File: src/source/mipsPkg.sv
`default_nettype none

package mipsPkg;

    localparam int wordWidth = 32;

    typedef logic [4:0] regAddrT;

    typedef enum logic [5:0] {
        opRType = 6'h00,
        opJ     = 6'h02,
        opJal   = 6'h03,
        opBeq   = 6'h04,
        opBne   = 6'h05,
        opAddi  = 6'h08,
        opAddiu = 6'h09,
        opSlti  = 6'h0a,
        opSltiu = 6'h0b,
        opAndi  = 6'h0c,
        opOri   = 6'h0d,
        opXori  = 6'h0e,
        opLui   = 6'h0f,
        opLw    = 6'h23,
        opSw    = 6'h2b
    } opcodeT;

    typedef enum logic [5:0] {
        fnSll  = 6'h00,
        fnSrl  = 6'h02,
        fnSra  = 6'h03,
        fnSllv = 6'h04,
        fnSrlv = 6'h06,
        fnSrav = 6'h07,
        fnJr   = 6'h08,
        fnAdd  = 6'h20,
        fnAddu = 6'h21,
        fnSub  = 6'h22,
        fnSubu = 6'h23,
        fnAnd  = 6'h24,
        fnOr   = 6'h25,
        fnXor  = 6'h26,
        fnNor  = 6'h27,
        fnSlt  = 6'h2a,
        fnSltu = 6'h2b
    } functT;

    // bit 1 marks the arithmetic classes, bit 0 alone marks a branch
    typedef enum logic [1:0] {
        aluMemAdd = 2'b00,
        aluBranch = 2'b01,
        aluRType  = 2'b10,
        aluIArith = 2'b11
    } aluOpT;

endpackage

`default_nettype wire
File: src/source/controlIf.sv
`timescale 1ns/1ps
`default_nettype none

interface controlIf
    import mipsPkg::*;
();
    logic  regDst;     // rd instead of rt
    logic  regWrite;
    logic  memToReg;   // write back load data
    logic  memWrite;
    logic  aluSrc;     // second operand is the immediate
    logic  iFormat;    // I-type arithmetic and logic
    logic  sftmd;      // shift instruction
    logic  zeroExt;    // andi, ori, xori
    logic  branch;     // beq
    logic  nBranch;    // bne
    logic  jmp;
    logic  jal;
    logic  jr;
    aluOpT aluOp;

    modport ctrl (
        output regDst, regWrite, memToReg, memWrite, aluSrc, iFormat, sftmd,
        output zeroExt, branch, nBranch, jmp, jal, jr, aluOp
    );
    modport fetch (input branch, nBranch, jmp, jal, jr);
    modport decode (input regDst, regWrite, memToReg, jal, zeroExt);
    modport exec (input aluOp, aluSrc, iFormat, sftmd, jr);
    modport mem (input memWrite);

endinterface

`default_nettype wire

File: src/source/idecode.sv
`timescale 1ns/1ps
`default_nettype none

module idecode
    import mipsPkg::*;
(
    input  logic                 clock,
    input  logic                 arstN,
    input  logic                 run,
    input  logic [wordWidth-1:0] instruction,
    input  logic [wordWidth-1:0] aluResult,
    input  logic [wordWidth-1:0] memData,    // load data from dmemory
    input  logic [wordWidth-1:0] pcPlus4,    // link value for jal
    controlIf.decode             ctl,
    output logic [wordWidth-1:0] readData1,
    output logic [wordWidth-1:0] readData2,
    output logic [wordWidth-1:0] signExtend,
    output logic                 wbEn,
    output regAddrT              wbAddr,
    output logic [wordWidth-1:0] wbData
);
    logic [wordWidth-1:0] regFile [32];
    regAddrT              rs;
    regAddrT              rt;
    regAddrT              rd;
    logic [15:0]          imm;

    assign rs  = instruction[25:21];
    assign rt  = instruction[20:16];
    assign rd  = instruction[15:11];
    assign imm = instruction[15:0];

    // $0 is cleared by reset and never written
    assign readData1 = regFile[rs];
    assign readData2 = regFile[rt];

    assign signExtend = ctl.zeroExt ? {16'h0000, imm} : {{16{imm[15]}}, imm};

    always_comb begin
        if (ctl.jal) begin
            wbAddr = 5'd31;
        end else if (ctl.regDst) begin
            wbAddr = rd;
        end else begin
            wbAddr = rt;
        end
    end

    always_comb begin
        if (ctl.jal) begin
            wbData = pcPlus4;
        end else if (ctl.memToReg) begin
            wbData = memData;
        end else begin
            wbData = aluResult;
        end
    end

    assign wbEn = ctl.regWrite;

    always_ff @(posedge clock or negedge arstN) begin
        if (!arstN) begin
            for (int i = 0; i < 32; i++) begin
                regFile[i] <= '0;
            end
        end else if (run && ctl.regWrite && wbAddr != '0) begin
            regFile[wbAddr] <= wbData;  // $0 is never written
        end
    end

    regZeroKept: assert property (@(posedge clock) disable iff (!arstN)
        (rs != '0 || readData1 == '0) && (rt != '0 || readData2 == '0))
        else $error("$0 read back nonzero");

endmodule

`default_nettype wire

File: src/flat_wrapper.sv
// flat-port wrapper written by rule: the top's interface ports become plain ports
module idecode_flat import mipsPkg::*;
  (clock, arstN, run, instruction, aluResult, memData, pcPlus4, readData1, readData2, signExtend, wbEn, wbAddr, wbData, ctl_regDst, ctl_regWrite, ctl_memToReg, ctl_jal, ctl_zeroExt);
  controlIf ctl_i ();
  input  logic clock;
  input  logic arstN;
  input  logic run;
  input  logic [wordWidth-1:0] instruction;
  input  logic [wordWidth-1:0] aluResult;
  input  logic [wordWidth-1:0] memData;
  input  logic [wordWidth-1:0] pcPlus4;
  output logic [wordWidth-1:0] readData1;
  output logic [wordWidth-1:0] readData2;
  output logic [wordWidth-1:0] signExtend;
  output logic wbEn;
  output regAddrT wbAddr;
  output logic [wordWidth-1:0] wbData;
  input wire logic [$bits(ctl_i.regDst)-1:0] ctl_regDst;
  input wire logic [$bits(ctl_i.regWrite)-1:0] ctl_regWrite;
  input wire logic [$bits(ctl_i.memToReg)-1:0] ctl_memToReg;
  input wire logic [$bits(ctl_i.jal)-1:0] ctl_jal;
  input wire logic [$bits(ctl_i.zeroExt)-1:0] ctl_zeroExt;
  assign ctl_i.regDst = ctl_regDst;
  assign ctl_i.regWrite = ctl_regWrite;
  assign ctl_i.memToReg = ctl_memToReg;
  assign ctl_i.jal = ctl_jal;
  assign ctl_i.zeroExt = ctl_zeroExt;
  idecode u_core (.clock(clock), .arstN(arstN), .run(run), .instruction(instruction), .aluResult(aluResult), .memData(memData), .pcPlus4(pcPlus4), .ctl(ctl_i), .readData1(readData1), .readData2(readData2), .signExtend(signExtend), .wbEn(wbEn), .wbAddr(wbAddr), .wbData(wbData));
endmodule
File: config.mk
export PLATFORM = sky130hd
export DESIGN_NAME = idecode_flat
export DESIGN_NICKNAME = d
export VERILOG_FILES = /design/src/source/mipsPkg.sv /design/src/source/controlIf.sv /design/src/source/idecode.sv /design/src/flat_wrapper.sv
export SDC_FILE = /design/constraint.sdc
export NUM_CORES = 2
export LEC_CHECK = 0
export ABC_AREA = 1
export BUFFER_PORTS_ARGS = -buffer_cell sky130_fd_sc_hd__buf_2
export CELL_PAD_IN_SITES_DETAIL_PLACEMENT = 0
export CELL_PAD_IN_SITES_GLOBAL_PLACEMENT = 2
export CORE_UTILIZATION = 38
export CTS_BUF_LIST = sky130_fd_sc_hd__clkbuf_4 sky130_fd_sc_hd__clkbuf_8 sky130_fd_sc_hd__clkbuf_16
export CTS_CLUSTER_SIZE = 12
export DETAILED_ROUTE_END_ITERATION = 8
export GPL_TIMING_DRIVEN = 0
export HOLD_SLACK_MARGIN = 0.05
export PLACE_DENSITY_LB_ADDON = 0.1
export SYNTH_ARGS = -nofsm -noshare
export SYNTH_HDL_FRONTEND = slang
export SYNTH_SLANG_ARGS = --single-unit
File: constraint.sdc
create_clock -name clock -period 7.5 [get_ports clock]
set_input_delay 2.25 -clock clock [delete_from_list [all_inputs] [get_ports clock]]
set_output_delay 2.25 -clock clock [all_outputs]
set_load 0.01 [all_outputs]
==> impl_metrics.toml <==
[status]
status = "finished with violations"
violations = "capacitance limit, slew limit, setup timing"

[floorplanning]
rows = 145
ioPinCount = 270
dieArea_um2 = 159000
die_w_um = 398
fp.coreArea_um2 = 156000
initial_core_util_pct = 38.2
die_h_um = 398

[route]
routed_wl_mm = 422
avgRoutedWirePerCell_um = 36.0
drc_errors = 0
drt_pass1_iterations = 8
ant_nets = 0
first_iter_violations = 12200
vias_per_cell = 6.18
vias = 72500

[job]
drv_cap = 4

[worst_setup_path]
critPathKind = "input port to output port"
crit_slowest_cell = "clkbuf_1"
critPathMaxFanout = 10
crit_top_cell = "nand2_1"
reg2reg_from = "u_core.regFile[538]"
startpoint = "instruction[18]"
max_stage_delay_ns = 0.88
path_cells = "buf_2 > inv_1 > clkbuf_2 > buf_12 > clkbuf_1 > nand3_1 > nand2_1 > nand2_1 > nand2_1 > nand2_1 > nand2_1 > buf_2"
reg2reg_slack_ns = 6.57
startpoint_type = "input port"
worstPathArrival_ns = 5.54
r2r_cells = 2
worst-endpoint-required_ns = 5.25
crit_path_end_kind = "output port"
reg2reg_to = "u_core.regFile[538]"

[place]
gp_congestion = 1.13
place_inst = 11500
pre_cts_slack_ns = -0.930
dp_hpwl_mm = 321
io_buffers = 244

[timing]
period_minus_slack_ns = 7.79
setup_viol = 64
hold_viol = 0
max_freq_ghz = 0.128
worst_pin_slew_ns = 1.51
tns_ns = -7.58
clock_skew_ns = 0
timing.final.ws_setup_ns = -0.291
relSlewSlack_pct = -0.427
drv_slew = 20
timing.final.crit_share_pct = 104

[layout]
fill_cells = 16700
drive_gt1_share_pct = 9.09
top_regs = "u_core.regFile (1024)"
seqCellArea_um2 = 25600
fin_cells = 11700
largest_register_ffs = 1024
areaGrowthSynthToFinish_pct = 15.0
largest-register = "u_core.regFile"
multi_input_area_um2 = 30200
utilization_pct = 44.0
final_nets = 9658

[global_route]
grt_pass1_wl_mm = 555
grt_max_degree = 164
grt_use_met3_pct = 20.8
busiest_layer = "met2"
grt_overflow = 0
met2_usage_pct = 69.2
antenna_found_initial = 50
grt_pass1_vias = 64300
grt_use_total_pct = 52.1
use_met1_pct = 63.7

[logic_synthesis]
synthXorXnorAreaFrac_pct = 0
netlist_area_um2 = 59700
synthSimpleGateAreaFrac_pct = 45.0
yosys-top-cells-area = "dfrtp_1 (43%), nand2_1 (29%), nand3_1 (16%), o21ai_0 (4.9%), clkbuf_1 (4.1%)"
synth_warnings = 0
yosys.area.top_type_share_pct = 42.9
ys_types = 18
synthAdderAreaFrac_pct = 0
yosys.area.top_type = "dfrtp_1"
synth_compound_area_share_pct = 5.50
synthMuxAreaShare_pct = 0
ys_seq_area_share_pct = 42.9
synth_top_family_by_area = "simple AND/OR/NAND/NOR gates"
syn-num-nets = 9285
ys_ff_latch = 1024
syn_inst = 9149
syn_avg_cell_area_um2 = 6.53

[power]
sw_frac_of_total_pct = 37.6
p_leak_nw = 34.7
pwr-share-clk_pct = 36.9
vdd_ir_drop_max_uv = 197
power_density_nw_per_um2 = 256
p_sw_mw = 6.62
pwr-share-comb_pct = 22.9
seq_power_share_pct = 40.2
p_total_mw = 17.6
p_int_mw = 11.0

[clock_network]
cts-root-buf = "clkbuf_16"
cts_tree = "yes"
h-tree-depth = 3
clk_path_buf_depth = 3
clkSinkCount = 1024
hold_buffers = 0
clock_latency_ns = 0.81
clkTransAtPathRegs_ns = 0.06
numCtsBuffers = 120

[hold_path]
holdPathStages = 1
min_from = "u_core.regFile[1004]"
hold_path_end = "u_core.regFile[1004]"
hp-class = "register to register"
-- layout make-up --
type | count | area share, %
inverters | 123 | 0.672
multi-input cells | 7140 | 43.9
well taps | 2058 | 3.75
clock inverters | 55 | 1.09
diodes | 48 | 0.175
plain buffers | 852 | 5.65
flip-flops and latches | 1024 | 37.3
repair buffers | 261 | 2.36
clock buffers | 168 | 5.13
-- cell usage after synthesis --
master	count
nand2_1	4552
nand3_1	1924
dfrtp_1	1024
clkbuf_1	648
o21ai_0	587
inv_1	113
buf_2	107
buf_1	70
buf_4	37
o211ai_1	32
o21ai_1	21
nor2_1	11
inv_2	10
nor2_2	8
nand3_2	2
nand2_2	1
nand2_4	1
nor3_4	1
-- power by group through the flow --
stage	registers [mW]	clock network (mW)	logic, mW
final	7.08	6.50	4.03
after detailed placement	7.11	0	3.76
after floorplan	6.77	0	1.93
after global routing	7.12	6.66	4.16
after global placement	7.11	0	3.67
after CTS	7.03	6.46	3.77
-- logic make-up after synthesis --
kind of cell	after synthesis
AND/OR/NAND/NOR	6500
flip-flops	1024
buffers and inverters	985
AO/OA/AOI/OAI	640
-- timing repair --
item / CTS / global route
resized for setup: 165 / 151
setup buffers: 0 / 0
setup endpoints to repair: 82 / 69
-- cell usage in the layout (no fill, tap or decap), types with 6 or more instances in the layout --
master           count
clkbuf_1           436
o211ai_1            32
buf_1               50
clkinv_2            23
dfrtp_1           1024
clkinvlp_4           6
inv_1              113
nor2_1              11
o21ai_1             23
bufinv_16           14
buf_4               40
diode_2             48
clkbuf_2           171
clkbuf_8            26
o21ai_0            583
nand3_1           1924
clkbuf_4            44
clkdlybuf4s15_2     10
nor2_2               6
buf_16              10
inv_2               10
nand2_1           4551
clkbuf_16          120
buf_2              365
-- worst max path at each step --
stage | slack [ns] | cells after the start | endpoint
after floorplan | 1.70 | 12 | readData2[26]
after global placement | -19.46 | 1 | u_core.regFile[359]
after detailed placement | -0.93 | 12 | readData2[8]
after CTS | 0.0007 | 12 | readData1[29]
after global routing | -0.002 | 13 | readData2[2]
final | -0.29 | 12 | readData2[29]
-- critical path: cells and delay by family --
family	cells	cell delay, ns
buf+inv	6	1.85
simple gates	6	1.40
-- per-layer routing --
layer	wire (µm)	share of wire, %
met1	154000	36
met2	162000	38
met3	59500	14
met4	47100	11
met5	341	0.081
-- stage by stage --
step | hold WS (ns) | cell area (µm²)
floorplan | 0.451 | 59700
global route | 0.503 | 68600
finish | 0.482 | 68700
CTS | 0.484 | 68500
detailed placement | 0.470 | 64000
global placement | 0.464 | 63500
Power figures use the tool's default switching activity.
