File: config.mk
export PLATFORM = sky130hd
export DESIGN_NAME = control_flat
export DESIGN_NICKNAME = d
export VERILOG_FILES = /design/src/source/mipsPkg.sv /design/src/source/controlIf.sv /design/src/source/control.sv /design/src/flat_wrapper.sv
export SDC_FILE = /design/constraint.sdc
export NUM_CORES = 1
export LEC_CHECK = 0
export ABC_CLOCK_PERIOD_IN_PS = 2750
export BUFFER_PORTS_ARGS = -buffer_cell sky130_fd_sc_hd__buf_4
export CAP_MARGIN = 20
export CELL_PAD_IN_SITES_DETAIL_PLACEMENT = 0
export CELL_PAD_IN_SITES_GLOBAL_PLACEMENT = 2
export CORE_UTILIZATION = 14
export DETAILED_ROUTE_END_ITERATION = 10
export GPL_TIMING_DRIVEN = 0
export MAX_ROUTING_LAYER = met4
export PLACE_DENSITY = 0.87
export SYNTH_ARGS = -nofsm -noshare
export SYNTH_HDL_FRONTEND = slang
export SYNTH_SLANG_ARGS = --single-unit
File: constraint.sdc
create_clock -name vclk -period 2.75
set_input_delay 0.1375 -clock vclk [all_inputs]
set_output_delay 0.1375 -clock vclk [all_outputs]
set_load 0.01 [all_outputs]
File: src/source/mipsPkg.sv
`default_nettype none

package mipsPkg;

    localparam int wordWidth = 32;

    typedef logic [4:0] regAddrT;

    typedef enum logic [5:0] {
        opRType = 6'h00,
        opJ     = 6'h02,
        opJal   = 6'h03,
        opBeq   = 6'h04,
        opBne   = 6'h05,
        opAddi  = 6'h08,
        opAddiu = 6'h09,
        opSlti  = 6'h0a,
        opSltiu = 6'h0b,
        opAndi  = 6'h0c,
        opOri   = 6'h0d,
        opXori  = 6'h0e,
        opLui   = 6'h0f,
        opLw    = 6'h23,
        opSw    = 6'h2b
    } opcodeT;

    typedef enum logic [5:0] {
        fnSll  = 6'h00,
        fnSrl  = 6'h02,
        fnSra  = 6'h03,
        fnSllv = 6'h04,
        fnSrlv = 6'h06,
        fnSrav = 6'h07,
        fnJr   = 6'h08,
        fnAdd  = 6'h20,
        fnAddu = 6'h21,
        fnSub  = 6'h22,
        fnSubu = 6'h23,
        fnAnd  = 6'h24,
        fnOr   = 6'h25,
        fnXor  = 6'h26,
        fnNor  = 6'h27,
        fnSlt  = 6'h2a,
        fnSltu = 6'h2b
    } functT;

    // bit 1 marks the arithmetic classes, bit 0 alone marks a branch
    typedef enum logic [1:0] {
        aluMemAdd = 2'b00,
        aluBranch = 2'b01,
        aluRType  = 2'b10,
        aluIArith = 2'b11
    } aluOpT;

endpackage

`default_nettype wire
File: src/source/controlIf.sv
`timescale 1ns/1ps
`default_nettype none

interface controlIf
    import mipsPkg::*;
();
    logic  regDst;     // rd instead of rt
    logic  regWrite;
    logic  memToReg;   // write back load data
    logic  memWrite;
    logic  aluSrc;     // second operand is the immediate
    logic  iFormat;    // I-type arithmetic and logic
    logic  sftmd;      // shift instruction
    logic  zeroExt;    // andi, ori, xori
    logic  branch;     // beq
    logic  nBranch;    // bne
    logic  jmp;
    logic  jal;
    logic  jr;
    aluOpT aluOp;

    modport ctrl (
        output regDst, regWrite, memToReg, memWrite, aluSrc, iFormat, sftmd,
        output zeroExt, branch, nBranch, jmp, jal, jr, aluOp
    );
    modport fetch (input branch, nBranch, jmp, jal, jr);
    modport decode (input regDst, regWrite, memToReg, jal, zeroExt);
    modport exec (input aluOp, aluSrc, iFormat, sftmd, jr);
    modport mem (input memWrite);

endinterface

`default_nettype wire

File: src/source/control.sv
`timescale 1ns/1ps
`default_nettype none

module control
    import mipsPkg::*;
(
    input  logic [5:0] opcode,  // instruction[31:26]
    input  logic [5:0] funct,   // instruction[5:0]
    controlIf.ctrl     ctl
);
    opcodeT op;
    functT  fn;

    assign op = opcodeT'(opcode);
    assign fn = functT'(funct);

    always_comb begin
        ctl.regDst   = 1'b0;
        ctl.regWrite = 1'b0;
        ctl.memToReg = 1'b0;
        ctl.memWrite = 1'b0;
        ctl.aluSrc   = 1'b0;
        ctl.iFormat  = 1'b0;
        ctl.sftmd    = 1'b0;
        ctl.zeroExt  = 1'b0;
        ctl.branch   = 1'b0;
        ctl.nBranch  = 1'b0;
        ctl.jmp      = 1'b0;
        ctl.jal      = 1'b0;
        ctl.jr       = 1'b0;
        ctl.aluOp    = aluMemAdd;
        case (op)
            opRType: begin
                ctl.regDst = 1'b1;
                ctl.aluOp  = aluRType;
                case (fn)
                    fnSll, fnSrl, fnSra, fnSllv, fnSrlv, fnSrav: begin
                        ctl.sftmd    = 1'b1;
                        ctl.regWrite = 1'b1;
                    end
                    fnJr: ctl.jr = 1'b1;
                    fnAdd, fnAddu, fnSub, fnSubu, fnAnd, fnOr, fnXor, fnNor,
                    fnSlt, fnSltu: ctl.regWrite = 1'b1;
                    default: ;  // unsupported function, no write
                endcase
            end
            opJ: ctl.jmp = 1'b1;
            opJal: begin
                ctl.jal      = 1'b1;
                ctl.regWrite = 1'b1;  // link into $31
            end
            opBeq: begin
                ctl.branch = 1'b1;
                ctl.aluOp  = aluBranch;
            end
            opBne: begin
                ctl.nBranch = 1'b1;
                ctl.aluOp   = aluBranch;
            end
            opAddi, opAddiu, opSlti, opSltiu, opLui, opAndi, opOri, opXori: begin
                ctl.iFormat  = 1'b1;
                ctl.aluSrc   = 1'b1;
                ctl.regWrite = 1'b1;
                ctl.aluOp    = aluIArith;
                ctl.zeroExt  = (op == opAndi) || (op == opOri) || (op == opXori);
            end
            opLw: begin
                ctl.aluSrc   = 1'b1;
                ctl.memToReg = 1'b1;
                ctl.regWrite = 1'b1;
            end
            opSw: begin
                ctl.aluSrc   = 1'b1;
                ctl.memWrite = 1'b1;
            end
            default: ;  // unknown opcode acts as a no-op
        endcase
    end

endmodule

`default_nettype wire

File: src/flat_wrapper.sv
// flat-port wrapper written by rule: the top's interface ports become plain ports
module control_flat import mipsPkg::*;
  (opcode, funct, ctl_regDst, ctl_regWrite, ctl_memToReg, ctl_memWrite, ctl_aluSrc, ctl_iFormat, ctl_sftmd, ctl_zeroExt, ctl_branch, ctl_nBranch, ctl_jmp, ctl_jal, ctl_jr, ctl_aluOp);
  controlIf ctl_i ();
  input  logic [5:0] opcode;
  input  logic [5:0] funct;
  output wire logic [$bits(ctl_i.regDst)-1:0] ctl_regDst;
  output wire logic [$bits(ctl_i.regWrite)-1:0] ctl_regWrite;
  output wire logic [$bits(ctl_i.memToReg)-1:0] ctl_memToReg;
  output wire logic [$bits(ctl_i.memWrite)-1:0] ctl_memWrite;
  output wire logic [$bits(ctl_i.aluSrc)-1:0] ctl_aluSrc;
  output wire logic [$bits(ctl_i.iFormat)-1:0] ctl_iFormat;
  output wire logic [$bits(ctl_i.sftmd)-1:0] ctl_sftmd;
  output wire logic [$bits(ctl_i.zeroExt)-1:0] ctl_zeroExt;
  output wire logic [$bits(ctl_i.branch)-1:0] ctl_branch;
  output wire logic [$bits(ctl_i.nBranch)-1:0] ctl_nBranch;
  output wire logic [$bits(ctl_i.jmp)-1:0] ctl_jmp;
  output wire logic [$bits(ctl_i.jal)-1:0] ctl_jal;
  output wire logic [$bits(ctl_i.jr)-1:0] ctl_jr;
  output wire logic [$bits(ctl_i.aluOp)-1:0] ctl_aluOp;
  assign ctl_regDst = ctl_i.regDst;
  assign ctl_regWrite = ctl_i.regWrite;
  assign ctl_memToReg = ctl_i.memToReg;
  assign ctl_memWrite = ctl_i.memWrite;
  assign ctl_aluSrc = ctl_i.aluSrc;
  assign ctl_iFormat = ctl_i.iFormat;
  assign ctl_sftmd = ctl_i.sftmd;
  assign ctl_zeroExt = ctl_i.zeroExt;
  assign ctl_branch = ctl_i.branch;
  assign ctl_nBranch = ctl_i.nBranch;
  assign ctl_jmp = ctl_i.jmp;
  assign ctl_jal = ctl_i.jal;
  assign ctl_jr = ctl_i.jr;
  assign ctl_aluOp = ctl_i.aluOp;
  control u_core (.opcode(opcode), .funct(funct), .ctl(ctl_i));
endmodule
==> flow_results.org, run 1 <==
** Global routing
- Total grt overflow :: 0
- The number of global-route vias before repair came to 320.
- Maximum number of pins on one net before global-route repair :: 7
- In the global route stage, overall resource usage came out at 0.109.
- The number of antenna violations at the first check in global routing is 0.
- Wire length of the first global-routing pass :: 1.26 mm

** Pwr
- IR Drop Worst-Case VDD :: 0.0447 mV
- Of the total power, combinational logic draws 1.000.
- Of the total power, the share spent switching nets is 0.459.
- Total power for the finished layout comes to 0.0470 mW.
- Power spread over the standard cell area amounts to 110 nW/µm².
- In this run the static leakage power is 0.216 nW.
- The analysis attributes to net switching a power of 0.0216 mW.
- The internal portion of the total power is 0.0254 mW.
- Flop pwr share :: 0
- Of the total power, the clock network draws 0.

** Floorplanning
- Die Y-Extent :: 40.3 µm
- Count of boundary I/O pins :: 27
- Number of cell rows :: 13
- The die covers 1620 µm².
- The total area inside the core boundary comes to 1330 µm².
- Initial core utilization :: 0.154
- Measured along the x axis, the die boundary spans 40.3 µm.

** Finish
- Leaving out fill and tap cells, the most frequent cell in the layout is buf_4.
- The repair_antennas step left the layout with diodes totalling 0.
- Area occupied by registers :: 0 µm²
- The final layout contains a sequential cell count of 0.
- Final non-filler cell total :: 75
- Of the cells placed in the final design, the portion with a size suffix greater than 1 is 0.550.
- Synthesis-to-layout area growth :: 108%
- The top cell types in the final layout, fill and taps aside, are 27 x buf_4, 4 x inv_1, 4 x nor4_1, 3 x nor2_1, 3 x nand2b_1.
- Final core area utilization :: 0.320
- Number of nets in the layout :: 74
- In the finished layout, the clock tree contains a buffer count of 0.
- With fillers left out, the area of the finished cells amounts to 427 µm².

** Yosys
- The share of synthesized area in the top cell type comes to 0.122.
- Synthesis handed over a netlist of 33 instances.
- Each instance of the synthesized netlist takes up on average 6.22 µm².
- Biggest area consumer among synthesized cells :: nor4_1
- The netlist uses 19 different library cells.
- Ranked by total cell area, the synthesized netlist is headed by nor4_1 12%, o22a_2 9.8%, nand2b_1 9.1%, inv_1 7.3%, or2_2 6.1%.
- Number of nets produced by synthesis :: 45
- Summing every instance area after synthesis gives 205 µm².
- Count of yosys warnings during synthesis :: 0
- Sequential cell area fraction in the yosys report :: 0

** Clock network
- Post-CTS resize count :: 0
- Post-CTS timing repair inserted 0 buffers for setup.
- Hold buffers post-CTS :: 0

** Timing
- Final sum of negative setup slack :: 0 ns
- Total setup violations reported at the end of the flow :: 0
- Of the available clock period, the critical path in the final layout requires 0.663.
- Fin. max-slew vios :: 0
- Worst relative slew slack :: 0.814
- Setup repair after global routing missed its margin :: no
- The final number of hold-violating endpoints is 0.
- For this run, the top clock speed supported by timing is 548 MHz.
- Hold timing on the final database bottoms out at a slack of 0.545 ns.
- Clock period minus final worst setup slack :: 1.82 ns
- At the pin with the least slew margin, the transition time is 0.278 ns.
- Once routing completed, OpenROAD measured the worst setup slack at 0.926 ns.

** Drt
- Dividing the detail-routed wire length by the instance count gives 10.3 µm.
- After detailed routing, the number of remaining DRC violations is 0.
- Detailed-routing iteration count for the pre-antenna-repair pass :: 4
- Total vias in the final route :: 356
- Number of design-rule violations left by the first detailed-router iteration :: 4
- Overall routed net length :: 773 µm
- Per-cell via count in the routed design :: 4.75
- The detail route stage leaves a number of antenna-violating nets equal to 0.

** Worst setup path
- Worst Path Arrival :: 1.69 ns
- The worst setup path is captured at a primary output.
- In this run the worst path has a maximum fanout of 5.
- Required @ worst endpoint :: 2.61 ns
- STA classifies the critical path startpoint as an input pin.
- By startpoint and endpoint, the worst setup path is classified as in -> out.

** Job
- Max-cap violations :: 0

** Placement
- Including well taps, the total number of placed cells is 75.
- Count of input and output buffers :: 27
- Post-place instance area :: 427 µm²
- Detailed placement ended at an HPWL of 670 µm.
- The congestion estimate from routability-driven global placement came to 0.647.
- Timing analysis after detailed placement gives a worst setup slack of 0.951 ns.

** Worst hold path
- The worst hold path belongs to the class in -> out.

** Run status
- Status :: completed
## critical path, stage by stage
cell     delay (ns)
buf_4          0.13
or4_4          0.53
or3_4          0.37
o32ai_1        0.33
buf_4          0.18
## area by class of cell
type                            instances  area (µm²)
Multi-Input combinational cell         29         190
Fill cell                             161         907
Inverter                                4        15.0
Timing Repair Buffer                   27         203
Tap cell                               15        18.8
## layer usage
layer / GRT usage / vias up / routed length (µm)
li1: - / 184 / -
met2: 0.202 / 20 / 365
met3: 0 / 0 / 72
met1: 0.140 / 152 / 335
met5: - / - / 0
met4: 0 / 0 / 0
## power groups by stage
stage	clock (mW)	combinational, mW	sequential (mW)
2_1_floorplan	0	0.0179	0
3_3_place_gp	0	0.0471	0
3_5_place_dp	0	0.0470	0
4_1_cts	0	0.0473	0
5_1_grt	0	0.0518	0
6_report	0	0.0470	0
## synthesized netlist by cell type
cell      number
a21o_1         1
a21oi_1        2
and3_1         1
inv_1          4
nand2_1        1
nand2b_1       3
nand3_1        1
nor2_1         3
nor3_1         1
nor3b_1        1
nor4_1         4
nor4b_1        1
o21ai_0        2
o22a_2         2
o32ai_1        1
or2_2          2
or3_4          1
or4_1          1
or4_4          1
## path summary, 6_finish.rpt
| kind | depth (start not counted) | startpoint | endpoint |
|---|---|---|---|
| max | 5 | opcode[5] | ctl_regWrite |
| min | 3 | funct[4] | ctl_jr |
## logic make-up after synthesis
logic type / synth area share
AOI/OAI and AO/OA: 0.274
buffers and inverters: 0.0731
and+or+nand+nor: 0.652
No activity file was read; power rests on OpenSTA's default activity.
==> inputs of run 2 (changes only) <==
--- a/config.mk
+++ b/config.mk
@@ -5,16 +5,16 @@
 export SDC_FILE = /design/constraint.sdc
 export NUM_CORES = 1
 export LEC_CHECK = 0
-export ABC_CLOCK_PERIOD_IN_PS = 2750
+export ABC_CLOCK_PERIOD_IN_PS = 1500
 export BUFFER_PORTS_ARGS = -buffer_cell sky130_fd_sc_hd__buf_4
 export CAP_MARGIN = 20
 export CELL_PAD_IN_SITES_DETAIL_PLACEMENT = 0
 export CELL_PAD_IN_SITES_GLOBAL_PLACEMENT = 2
-export CORE_UTILIZATION = 14
+export CORE_UTILIZATION = 12
 export DETAILED_ROUTE_END_ITERATION = 10
 export GPL_TIMING_DRIVEN = 0
 export MAX_ROUTING_LAYER = met4
-export PLACE_DENSITY = 0.87
+export PLACE_DENSITY = 0.79
 export SYNTH_ARGS = -nofsm -noshare
 export SYNTH_HDL_FRONTEND = slang
 export SYNTH_SLANG_ARGS = --single-unit
==> constraint.sdc (replaced) <==
create_clock -name vclk -period 1.5
set_input_delay 0.075 -clock vclk [all_inputs]
set_output_delay 0.075 -clock vclk [all_outputs]
set_load 0.01 [all_outputs]
==> run 2 against run 1 <==
The flow now finishes with violations (design-rule violations, negative setup slack). Non-clock buffer count rose by 4. First-iteration DRC count rose to 3.0 times the previous value. Hold slack got worse by 0.14 ns. Sequential cell count did not move. Largest power group unchanged.
==> flow_results.org, run 2 (synthesized netlist as in run 1, its figures left out) <==
** Run status
- The run finished, with violations left.
- The final reports fail on design-rule violations, negative setup slack.

** Finish
- Number of nets in the layout :: 78 (+5.4%)
- The register area was 0 µm² (unchanged).
- Multi-input gate area :: 231 µm² (+22%)
- Fill cell count :: 164 (+1.9%)
- Antenna Diode Count :: 0 (unchanged)
- The flip-flop and latch count came to 0 (unchanged).
- In the layout the commonest cells are 29 x buf_4, 4 x inv_1, 3 x nor2_1, 3 x nand2b_1.
- Most common cell after layout, fill and taps aside :: buf_4
- The area growth from synthesis to layout is 151%.
- Clock buf count :: 0 (unchanged)
- The share of layout cells above drive strength 1 is 0.641 (+0.0906).
- Post-layout instance area :: 514 µm² (+21%)

** Drt
- The post-route DRC violation count was 5 (+5).
- The per-cell routed wire length is 11.8 µm (+14%).
- The detailed-routing iteration count for the pre-antenna-repair pass was 7 (+3).
- The aggregate routed wire length was 940 µm (+22%).
- Number of routed nets with antenna violations :: 0 (unchanged)
- Number of design-rule violations left by the first detailed-router iteration :: 12 (+8)
- Total vias in the final route :: 373 (+4.8%)
- The per-cell via count in the routed design is 4.66 (-1.8%).

** Worst setup path
- The data required time of the worst path is 1.42 ns (-1.19 ns).
- STA classifies the critical path endpoint as a primary output.
- Path type of the worst setup path :: in -> out
- In this run the worst setup path terminates at ctl_sftmd.
- The endpoint arrival time on the critical path came to 1.45 ns (-0.24 ns).
- In this run the worst setup path begins at opcode[3].
- Crit path launch type :: input pin
- The maximum net fanout on the critical path is 4 (-1).

** Floorplanning
- Initial core utilization :: 0.132 (-0.0222)
- The number of rows created at floorplan is 14 (+1).
- The number of primary I/O pins was 27 (unchanged).
- The die outline width is 43.4 µm (+7.6%).
- Area of the die :: 1880 µm² (+16%)
- Die Y-Extent :: 43.4 µm (+7.6%)
- The standard cell core area is 1560 µm² (+17%).

** Global routing
- Global-route total usage across every layer :: 0.111 (+0.00247)
- Maximum number of pins on one net before global-route repair :: 7 (unchanged)
- The first-pass GRT wire length was 1.64 mm (+30%).
- The total congestion overflow after global routing is 0 (unchanged).
- The number of global-route vias before repair was 359 (+12%).
- Initial antenna violation count :: 0 (unchanged)

** Placement
- Post-place setup slack :: -0.168 ns (-1.12 ns)
- RePlAce Congestion :: 0.766 (+18%)
- Count of input and output buffers :: 27 (unchanged)
- Placed wire-length estimate after detailed placement :: 678 µm (+1.1%)
- The post-detailed-placement cell area is 428 µm² (+0.29%).

** Timing
- The number of failing setup endpoints in the final timing report came to 3 (+3).
- Fin. max-slew vios :: 0 (unchanged)
- The routed design could run at a clock period as short as 1.53 ns.
- Final worst hold slack :: 0.405 ns (-0.140 ns)
- The final number of hold-violating endpoints is 0 (unchanged).
- The least setup slack across all paths after layout is -0.0267 ns (-0.953 ns).
- Timing would allow up to 655 MHz.
- In the finished design, the share of the clock period the worst path needs comes to 1.02.
- Setup repair after global routing missed its margin :: yes
- Actual transition at the worst max-transition pin :: 0.367 ns (+0.0885 ns)
- Worst relative slew slack :: 0.753 (-0.0610)

** Pwr
- Share of power burned in the clock network :: 0 (unchanged)
- Static leakage power :: 0.250 nW (+16%)
- Power per unit of standard cell area :: 204 nW/µm² (+85%)
- The proportion of total power due to net switching is 0.460 (+0.000474).
- The peak ir drop on the vdd network is 0.0547 mV (+22%).
- The power spent charging and discharging nets is 0.0481 mW (+120%).
- Pwr Total :: 0.105 mW (+120%)
- Internal power summed over all cells :: 0.0566 mW (+120%)
- The sequential share of power was 0 (unchanged).
- The relative contribution of combinational cells to total power is 1.000 (about the same).

** Job
- The max-cap check violation count is 0 (unchanged).

** Worst hold path
- The path class of the tightest hold or removal check is in -> out.
[run 2: changes by cell type in the layout (fill, tap and decap cells not counted), sizes merged]
cell	change
buf	+4
[run 2: worst min-delay path by stage]
stage                          from         end  slack (ns)  cells after the start
after floorplan           opcode[4]  ctl_aluSrc        0.20                      1
after global placement     funct[4]      ctl_jr        0.42                      3
after detailed placement   funct[5]      ctl_jr        0.42                      3
after CTS                 opcode[4]  ctl_aluSrc        0.42                      3
after global routing      opcode[4]  ctl_aluSrc        0.42                      3
final                     opcode[4]  ctl_aluSrc        0.40                      3
[run 2: critical path, stage by stage]
cell and delay (ns):
buf_8 0.09, or4_4 0.52, or3_4 0.39, nor4_4 0.21, buf_4 0.16
[run 2: what timing repair did]
item | CTS | global route
buffers inserted | 3 | 1
hold buffers | 0 | 0
endpoints found under the hold margin | 0 | 0
gates resized for setup | 8 | 3
pin swaps | 3 | 2
setup endpoints to repair | 3 | 5
[run 2: cell type report]
class / count / share of cell area
multi-input combinational: 29 / 0.450
timing repair buffer: 31 / 0.482
inverter: 4 / 0.0292
tap: 16 / 0.0389
[run 2: layer usage]
metal,track usage,up-vias,wire length [µm]
li1,-,191,-
met1,0.144,166,388
met2,0.206,16,479
met3,0,0,72
met4,0,0,0
met5,-,-,0
[run 2: power by group through the flow]
stage	combinational, mW	sequential [mW]	clock, mW
5_1_grt	0.115	0	0
6_report	0.105	0	0
2_1_floorplan	0.0328	0	0
3_5_place_dp	0.0857	0	0
4_1_cts	0.0971	0	0
3_3_place_gp	0.0867	0	0
[run 2: per-stage QoR]
| step | setup TNS [ns] | instances | utilization |
|---|---|---|---|
| finish | -0.0658 | 80 | 0.330 |
| global route | -0.163 | 80 | 0.330 |
| CTS | -0.235 | 79 | 0.311 |
| detailed placement | -0.349 | 76 | 0.274 |
| global placement | -0.409 | 76 | 0.274 |
| floorplan | 0 | 33 | - |
